<file path="src/tcu_defines.svh">
// Term count and growth width macros for the reduction leaf, include wherever these sizes are needed
`ifndef TCU_DEFINES_SVH
`define TCU_DEFINES_SVH

// Number of FP32 terms reduced per transaction
// Must be a power of two and at least 2
`define TCU_N 4

// Growth bits needed so that the exact sum of TCU_N aligned terms cannot overflow
// Equals log2 of the term count
`define TCU_GROW ($clog2(`TCU_N))

// Width of the signed aligned significand fed to the adder tree
// One sign bit on top of the 24-bit significand
`define TCU_SSIG_W 25

// Width of the significand with the hidden one restored
`define TCU_SIG_W 24

`endif

</file>
<file path="src/tcu_pkg.sv">
// Shared vector types and stage payload structs for the reduction leaf, imported by every module
`default_nettype none

`include "tcu_defines.svh"

package tcu_pkg;

    // IEEE single precision word
    typedef logic [31:0] fp32_t;

    // Biased exponent field
    typedef logic [7:0] exp_t;

    // Significand with hidden one
    typedef logic [`TCU_SIG_W-1:0] sig_t;

    // Aligned significand after sign application
    typedef logic signed [`TCU_SSIG_W-1:0] ssig_t;

    // Exact signed sum out of the CSA tree
    typedef logic signed [`TCU_SSIG_W+`TCU_GROW-1:0] acc_sum_t;

    // Magnitude of the exact sum
    typedef logic [`TCU_SIG_W+`TCU_GROW-1:0] acc_mag_t;

    // Input payload, one word per term
    typedef fp32_t [`TCU_N-1:0] tcu_terms_t;

    // Stage 1 payload handed from accumulate to normalize
    typedef struct packed {
        logic     sign;
        exp_t     max_exp;
        acc_mag_t mag;
    } tcu_acc_t;

    // Output payload with status flags
    typedef struct packed {
        fp32_t value;
        logic  zero;
        logic  overflow;
        logic  underflow;
    } tcu_result_t;

endpackage

`default_nettype wire

</file>
<file path="src/tcu_align_acc.sv">
// Combinational align-and-accumulate stage, TCU_N FP32 terms to sign, max exponent and magnitude
`default_nettype none

`include "tcu_defines.svh"

module tcu_align_acc
    import tcu_pkg::*;
(
    input  tcu_terms_t terms,
    output tcu_acc_t   acc
);

    localparam int MAG_W = $bits(acc_mag_t);
    localparam int SUM_W = $bits(acc_sum_t);

    // Unpacked FP32 fields
    logic [`TCU_N-1:0] op_sign;
    exp_t              op_exp [`TCU_N];
    sig_t              op_sig [`TCU_N];

    // Every term treated as normal with hidden one
    for (genvar i = 0; i < `TCU_N; i++) begin : g_fields
        assign op_sign[i] = terms[i][31];
        assign op_exp[i]  = terms[i][30:23];
        assign op_sig[i]  = {1'b1, terms[i][22:0]};
    end

    // Pairwise exponent differences, bit 8 set when row exponent is smaller
    logic [8:0]        diff_mat [`TCU_N][`TCU_N];
    logic [`TCU_N-1:0] sign_mat [`TCU_N];

    for (genvar i = 0; i < `TCU_N; i++) begin : g_row
        for (genvar j = 0; j < `TCU_N; j++) begin : g_col
            if (i == j) begin : g_diag
                assign diff_mat[i][j] = '0;
            end else begin : g_sub
                assign diff_mat[i][j] = {1'b0, op_exp[i]} - {1'b0, op_exp[j]};
            end
            assign sign_mat[i][j] = diff_mat[i][j][8];
        end
    end

    // One-hot max exponent select
    // Term i wins if all lower indices are strictly smaller
    // and no higher index is larger, so lowest index takes ties
    logic [`TCU_N-1:0] sel_exp;
    logic [`TCU_N-1:0] and_left;
    logic [`TCU_N-1:0] or_right;

    always_comb begin
        for (int i = 0; i < `TCU_N; i++) begin
            and_left[i] = 1'b1;
            or_right[i] = 1'b0;
            for (int j = 0; j < `TCU_N; j++) begin
                if (j < i) begin
                    and_left[i] = and_left[i] & sign_mat[j][i];
                end
                if (j > i) begin
                    or_right[i] = or_right[i] | sign_mat[i][j];
                end
            end
            sel_exp[i] = and_left[i] & ~or_right[i];
        end
    end

    // Max exponent and per-term shift amounts picked by the select
    // Shift is the negated difference against the winning column
    exp_t max_exp;
    exp_t shift_amt [`TCU_N];

    always_comb begin
        max_exp = '0;
        for (int j = 0; j < `TCU_N; j++) begin
            if (sel_exp[j]) begin
                max_exp = max_exp | op_exp[j];
            end
        end
        for (int i = 0; i < `TCU_N; i++) begin
            shift_amt[i] = '0;
            for (int j = 0; j < `TCU_N; j++) begin
                if (sel_exp[j]) begin
                    shift_amt[i] = shift_amt[i] | exp_t'(-diff_mat[i][j][7:0]);
                end
            end
        end
    end

    // Align to max exponent, shifted-out bits dropped, then apply sign
    sig_t  adj_sig    [`TCU_N];
    ssig_t signed_sig [`TCU_N];

    for (genvar i = 0; i < `TCU_N; i++) begin : g_align
        assign adj_sig[i]    = op_sig[i] >> shift_amt[i];
        assign signed_sig[i] = op_sign[i] ? -ssig_t'({1'b0, adj_sig[i]})
                                          : ssig_t'({1'b0, adj_sig[i]});
    end

    acc_sum_t sum;

    tcu_csa_tree u_csa_tree (
        .operands (signed_sig),
        .sum      (sum)
    );

    // Sign and magnitude of the exact sum
    logic     sum_sign;
    acc_mag_t sum_low;
    acc_mag_t abs_mag;

    assign sum_sign = sum[SUM_W-1];
    assign sum_low  = sum[MAG_W-1:0];
    assign abs_mag  = sum_sign ? -sum_low : sum_low;

    always_comb begin
        acc.sign    = sum_sign;
        acc.max_exp = max_exp;
        acc.mag     = abs_mag;
    end

endmodule

`default_nettype wire

</file>
<file path="src/tcu_csa_tree.sv">
// Carry-save reduction of TCU_N signed aligned significands into one exact sum, used by align_acc
`default_nettype none

`include "tcu_defines.svh"

module tcu_csa_tree
    import tcu_pkg::*;
(
    input  ssig_t    operands [`TCU_N],
    output acc_sum_t sum
);

    // Rows left after one level of 3:2 compression
    function automatic int next_rows(input int rows);
        return 2 * (rows / 3) + (rows % 3);
    endfunction

    // Row count entering a given level
    function automatic int rows_at(input int lvl);
        int r;
        r = `TCU_N;
        for (int k = 0; k < lvl; k++) begin
            r = next_rows(r);
        end
        return r;
    endfunction

    // Levels needed to reach two rows
    function automatic int num_levels();
        int r;
        int l;
        r = `TCU_N;
        l = 0;
        while (r > 2) begin
            r = next_rows(r);
            l++;
        end
        return l;
    endfunction

    localparam int LEVELS = num_levels();

    // Row storage per level, unused slots tied to zero
    acc_sum_t row [LEVELS+1][`TCU_N];

    // Sign extend every operand to the full sum width
    for (genvar i = 0; i < `TCU_N; i++) begin : g_init
        assign row[0][i] = {{`TCU_GROW{operands[i][`TCU_SSIG_W-1]}}, operands[i]};
    end

    for (genvar lvl = 0; lvl < LEVELS; lvl++) begin : g_level
        localparam int CUR  = rows_at(lvl);
        localparam int NGRP = CUR / 3;
        localparam int REM  = CUR % 3;
        localparam int NXT  = next_rows(CUR);

        // Full adders across all bits, carry moves one place up
        for (genvar g = 0; g < NGRP; g++) begin : g_fa
            acc_sum_t a, b, c;
            assign a = row[lvl][3*g];
            assign b = row[lvl][3*g+1];
            assign c = row[lvl][3*g+2];
            assign row[lvl+1][2*g]   = a ^ b ^ c;
            assign row[lvl+1][2*g+1] = ((a & b) | (a & c) | (b & c)) << 1;
        end

        // Leftover rows pass on untouched
        for (genvar r = 0; r < REM; r++) begin : g_pass
            assign row[lvl+1][2*NGRP+r] = row[lvl][3*NGRP+r];
        end

        for (genvar k = NXT; k < `TCU_N; k++) begin : g_unused
            assign row[lvl+1][k] = '0;
        end
    end

    // Final carry-propagate add, exact in two's complement
    assign sum = row[LEVELS][0] + row[LEVELS][1];

endmodule

`default_nettype wire

</file>
<file path="src/tcu_normalize.sv">
// Combinational normalize and pack stage producing the FP32 result and status flags from the sum
`default_nettype none

module tcu_normalize
    import tcu_pkg::*;
(
    input  tcu_acc_t    acc,
    output tcu_result_t result
);

    localparam int MAG_W  = $bits(acc_mag_t);
    localparam int PW     = $clog2(MAG_W);
    localparam int MANT_W = 23;
    localparam int EXP_W  = 11;

    // Target bit for the leading one, the top bit of the magnitude
    localparam logic [PW-1:0] TOP_POS = PW'(MAG_W - 1);

    localparam logic signed [EXP_W-1:0] EXP_HI = 11'sd254;
    localparam logic signed [EXP_W-1:0] EXP_LO = 11'sd1;

    logic [PW-1:0]           lead_pos;
    logic                    nonzero;
    acc_mag_t                norm_mag;
    logic [MANT_W-1:0]       mant;
    logic signed [EXP_W-1:0] exp_adj;

    // Leading one search, highest set bit wins
    always_comb begin
        lead_pos = '0;
        for (int k = 0; k < MAG_W; k++) begin
            if (acc.mag[k]) begin
                lead_pos = PW'(k);
            end
        end
    end

    assign nonzero = |acc.mag;

    // Move leading one to the top bit
    // Short sums get zero fill below, long sums lose their low bits
    assign norm_mag = acc.mag << (TOP_POS - lead_pos);
    assign mant     = norm_mag[MAG_W-2 -: MANT_W];

    // New exponent is max_exp plus p minus 23, kept wide and signed
    assign exp_adj = EXP_W'(acc.max_exp) + EXP_W'(lead_pos) - EXP_W'(MANT_W);

    always_comb begin
        result.zero      = 1'b0;
        result.overflow  = 1'b0;
        result.underflow = 1'b0;
        if (!nonzero) begin
            // Exact cancellation is always positive zero
            result.value = '0;
            result.zero  = 1'b1;
        end else if (exp_adj > EXP_HI) begin
            // Saturate to infinity with sum sign
            result.value    = {acc.sign, 8'hff, {MANT_W{1'b0}}};
            result.overflow = 1'b1;
        end else if (exp_adj < EXP_LO) begin
            // Flush to signed zero
            result.value     = {acc.sign, 31'd0};
            result.underflow = 1'b1;
        end else begin
            result.value = {acc.sign, exp_adj[7:0], mant};
        end
    end

endmodule

`default_nettype wire

</file>
<file path="src/tcu_pipe_slice.sv">
// One-entry valid/ready register slice for any packed payload, used for both pipeline stages
`default_nettype none

module tcu_pipe_slice #(
    parameter type T = logic
) (
    input  wire  clk,
    input  wire  rst_n,
    input  wire  up_valid,
    output logic up_ready,
    input  T     up_data,
    output logic dn_valid,
    input  wire  dn_ready,
    output T     dn_data
);

    logic valid_q;
    T     data_q;

    // Accept when empty or when the held entry leaves this cycle
    assign up_ready = ~valid_q | dn_ready;

    // Entry valid tracks accepted transfers
    always_ff @(posedge clk or negedge rst_n) begin
        if (!rst_n) begin
            valid_q <= 1'b0;
        end else if (up_ready) begin
            valid_q <= up_valid;
        end
    end

    // Payload loads only on a handshake
    always_ff @(posedge clk) begin
        if (up_valid && up_ready) begin
            data_q <= up_data;
        end
    end

    assign dn_valid = valid_q;
    assign dn_data  = data_q;

endmodule

`default_nettype wire

</file>
<file path="src/tcu_reduce_top.sv">
// Top of the reduction leaf, accumulate, slice, normalize and slice with valid/ready at both ends
`default_nettype none

module tcu_reduce_top
    import tcu_pkg::*;
(
    input  wire         clk,
    input  wire         rst_n,
    input  wire         in_valid,
    output logic        in_ready,
    input  tcu_terms_t  in_data,
    output logic        out_valid,
    input  wire         out_ready,
    output tcu_result_t out_data
);

    // Stage 1 combinational result and its registered copy
    tcu_acc_t    acc_comb;
    tcu_acc_t    acc_q;
    logic        acc_valid;
    logic        acc_ready;

    // Stage 2 combinational result
    tcu_result_t res_comb;

    tcu_align_acc u_align_acc (
        .terms (in_data),
        .acc   (acc_comb)
    );

    // Slice A holds the aligned sum
    tcu_pipe_slice #(
        .T (tcu_acc_t)
    ) u_slice_a (
        .clk      (clk),
        .rst_n    (rst_n),
        .up_valid (in_valid),
        .up_ready (in_ready),
        .up_data  (acc_comb),
        .dn_valid (acc_valid),
        .dn_ready (acc_ready),
        .dn_data  (acc_q)
    );

    tcu_normalize u_normalize (
        .acc    (acc_q),
        .result (res_comb)
    );

    // Slice B holds the packed result, its ready backs up into slice A
    tcu_pipe_slice #(
        .T (tcu_result_t)
    ) u_slice_b (
        .clk      (clk),
        .rst_n    (rst_n),
        .up_valid (acc_valid),
        .up_ready (acc_ready),
        .up_data  (res_comb),
        .dn_valid (out_valid),
        .dn_ready (out_ready),
        .dn_data  (out_data)
    );

endmodule

`default_nettype wire
</file>
<file path="config.mk">
export PLATFORM = sky130hd
export DESIGN_NAME = tcu_reduce_top
export DESIGN_NICKNAME = d
export VERILOG_FILES = /design/src/tcu_pkg.sv /design/src/tcu_align_acc.sv /design/src/tcu_csa_tree.sv /design/src/tcu_normalize.sv /design/src/tcu_pipe_slice.sv /design/src/tcu_reduce_top.sv
export VERILOG_INCLUDE_DIRS = /design/src
export SDC_FILE = /design/constraint.sdc
export NUM_CORES = 1
export LEC_CHECK = 0
export ABC_CLOCK_PERIOD_IN_PS = 5950
export BUFFER_PORTS_ARGS = -buffer_cell sky130_fd_sc_hd__buf_2
export CORE_AREA = 2 2 243 245
export DETAILED_ROUTE_END_ITERATION = 10
export DIE_AREA = 0 0 245 247
export PLACE_DENSITY_LB_ADDON = 0.15
export SYNTH_ARGS = -nofsm -noshare
export SYNTH_HDL_FRONTEND = slang
export SYNTH_HIERARCHICAL = 1
export SYNTH_SLANG_ARGS = --single-unit
</file>
<file path="constraint.sdc">
create_clock -name clk -period 5.95 [get_ports clk]
set_clock_uncertainty 0.05 [all_clocks]
set_input_delay 0.8925 -clock clk [delete_from_list [all_inputs] [get_ports clk]]
set_output_delay 0.8925 -clock clk [all_outputs]
set_load 0.005 [all_outputs]
</file>
==> results.cfg <==
[yosys]
async_flop_share_pct = 2.78
synth-edff-count = 70
synthFlopType = edfxtp_1
yosys_warnings = 6
yosys.area.top_type = edfxtp_1
synth_cell_type_count = 129
ys_seq_area_share_pct = 10.7
syn_area_sq_um = 20000
ys_seq_elements = 72
ys_top_cells_by_area = edfxtp_1 (10%), mux2i_1 (6.5%), ha_1 (5.8%), fa_1 (5.8%), xnor2_1 (5.2%)
avgSynthCellArea_sq_um = 7.76
synthTopCellsByCount = nand2_1 (205), nor2_1 (177), mux2i_1 (131)
synth.top_cell.area_share_pct = 10.5
postSynthCellCount = 2584
synth.net_count = 2867
synth_most_common_cell = nand2_1

[timing]
max_freq_ghz = 0.109
relSlewSlack_pct = 39.7
tightest_slew_ns = 0.895
slew_violations = 0
min_period_ns = 9.15
setup_viol = 26
rsz0062_at_grt = true
fin_crit_sh_pct = 154
fin_ws_ns = -3.20
finalHoldViolCount = 0

[outcome]
failed_checks = setup timing
outcome = complete, but fails checks

[worst_setup_path]
crit_arrival_ns = 9.19
slowest_stage = fa_2
cp_slowest_stage_delay_ns = 0.58
required_ns = 5.99
path_class = in -> reg
cp_max_fo = 6
cp_common_cell = buf_4
crit_family = compound AO/OA/AOI/OAI gates
path_buf_inv = 10
end_kind = flip-flop
start_kind = primary input

[die]
initial_utilization_pct = 34.4
io_pins = 169
fp.coreArea_sq_um = 58200
core.rowCount = 89
die_y_microns = 247
die-area_sq_um = 60500
die_x_microns = 245

[cts]
cts_made_buffers = 9
cts.sinks = 72
clock_latency_ns = 0.35
cts_buffer_depth = 2
cts_tree = built
htree_levels = 3
ctsHoldBuffers = 0
clockRootBuffer = clkbuf_16
cts.reportedPaths.clkPinSlew_ns = 0.06

[routing]
viasPerCell = 5.73
drtPass1Iterations = 5
met1Wirelength_mm = 42.9
ant_nets = 0
wire_per_inst_microns = 21.1
top_layer = met5
route.met3.wl_mm = 5.39
route.met2.wl_mm = 44.9
drt_iter0_drc = 1993
drc = 0
drt-total-wl_mm = 96.9
num_vias = 26300

[finish]
final.fill_count = 5374
areaGrowthSynthToFinish_pct = 66.0
ff_latch_area_sq_um = 2150
drive_gt1_share_pct = 47.4
finalNetCount = 4091
multiInputGateArea_sq_um = 19100
fin_cells = 4588

[placed_design]
place.gp.congestion = 0.996
numPlacedInstances = 4460
port_buffers = 168
post-dp-hpwl_mm = 80.2

[job]
drv_cap = 0

[global_routing]
grt_max_degree = 36
grt_pass1_vias = 25900
grt_pass1_wl_mm = 149
antenna_found_initial = 7
grt_overflow = 0
grt.total_usage_pct = 31.1

[worst_hold_path]
min_path_type = in -> async
sequential cells by signal (all words and copies together), names as in the netlist:
register and count:
u_slice_b/dn_valid 1, u_slice_a/dn_data 35, u_slice_b/dn_data 35, u_slice_a/dn_valid 1
final timing paths:
check / startpoint / to / slack, ns / cells after the start
min: rst_n / u_slice_a/dn_valid / 0.27 / 1
max: in_data[87] / u_slice_a/dn_data[25] / -3.20 / 40
max in group asynchronous: rst_n / u_slice_b/dn_valid / 5.48 / 1
min in group clk: u_slice_a/dn_valid / u_slice_a/dn_valid / 0.51 / 2
min reg2reg: u_slice_a/dn_valid / u_slice_a/dn_valid / 0.51 / 2
max reg2reg: u_slice_a/dn_data[2] / u_slice_b/dn_data[20] / 0.31 / 16
cell type report:
class                      instances  share of cell area [%]
antenna                            2                  0.0150
clock buffer                      12                   0.741
clock inverter                     4                  0.0978
inverter                         116                    1.37
multi-input combinational       2259                    57.3
sequential                        72                    6.47
tap                              773                    2.91
timing repair buffer            1350                    31.1
what timing repair did:
action,in CTS,in global routing
gates cloned,8,0
setup endpoints to repair,27,26
pin swaps,124,53
gates resized for setup,360,84
buffers inserted,90,17
metal layers:
| metal | global-route usage [%] | vias up |
|---|---|---|
| met5 | 0 | - |
| met4 | 11.0 | 8 |
| met3 | 3.33 | 177 |
| met2 | 52.4 | 926 |
| met1 | 41.1 | 12700 |
| li1 | - | 12500 |
cell families after synthesis:
family | after synthesis | share of synthesized area, %
AOI/OAI and AO/OA | 850 | 31.7
buffers and inverters | 253 | 5.28
xor gates and xnor gates | 178 | 8.13
adders and majority gates | 151 | 11.6
and+or+nand+nor | 920 | 24.1
DFF | 72 | 10.7
muxes | 160 | 8.51
metrics by stage:
| stage | hold slack, ns | setup slack [ns] | TNS, ns | util, % | instance area (sq um) |
|---|---|---|---|---|---|
| 3_5_place_dp | 0.498 | -4.27 | -102.37 | 51.2 | 29800 |
| 3_3_place_gp | 0.476 | -4.22 | -101.10 | 51.2 | 29800 |
| 5_1_grt | 0.268 | -3.43 | -84.81 | 57.1 | 33300 |
| 6_report | 0.273 | -3.20 | -78.02 | 57.1 | 33300 |
| 2_1_floorplan | 0.459 | -3.43 | -74.78 | - | 20300 |
| 4_1_cts | 0.264 | -3.12 | -74.09 | 56.1 | 32700 |
worst register-to-register path, stage by stage, from the launching register on:
cell and delay [ns]:
edfxtp_1 0.43, nand2b_1 0.17, a221oi_1 0.37, o211ai_1 0.25, a211oi_4 0.42, ha_1 0.32, inv_1 0.08, fa_1 0.43
and2b_1 0.30, o221a_2 0.27, o211ai_2 0.09, a21oi_1 0.44, a21o_1 0.24, a221oi_2 0.11, or4_4 0.70, or4_1 0.57
a21oi_1 0.22
cells in the final DEF, fill, tap and decap left out, types with 22 or more instances in the layout:
| master | netlist | routed |
|---|---|---|
| a211o_1 | 23 | 23 |
| a211oi_1 | 41 | 31 |
| a21o_1 | 25 | 25 |
| a21oi_1 | 112 | 90 |
| a31oi_1 | 29 | 26 |
| and3_1 | 30 | 23 |
| buf_12 | 0 | 25 |
| buf_2 | 49 | 162 |
| buf_4 | 4 | 1115 |
| buf_6 | 4 | 38 |
| edfxtp_1 | 70 | 70 |
| fa_1 | 58 | 48 |
| ha_1 | 93 | 65 |
| ha_4 | 0 | 26 |
| inv_1 | 113 | 98 |
| mux2i_1 | 131 | 102 |
| nand2_1 | 205 | 191 |
| nand2b_1 | 32 | 30 |
| nand3_1 | 111 | 99 |
| nand4_1 | 65 | 65 |
| nor2_1 | 177 | 168 |
| nor2b_1 | 23 | 22 |
| nor3_1 | 89 | 69 |
| nor4_1 | 28 | 25 |
| o2111ai_1 | 23 | 22 |
| o211ai_1 | 50 | 50 |
| o21a_1 | 25 | 23 |
| o21ai_0 | 118 | 94 |
| o21ai_1 | 16 | 28 |
| o31ai_1 | 57 | 45 |
| xnor2_1 | 119 | 103 |
| xor2_1 | 53 | 47 |
Power is not shown: default switching activity piles up to over one toggle a cycle in this logic, so the estimate is an artifact.
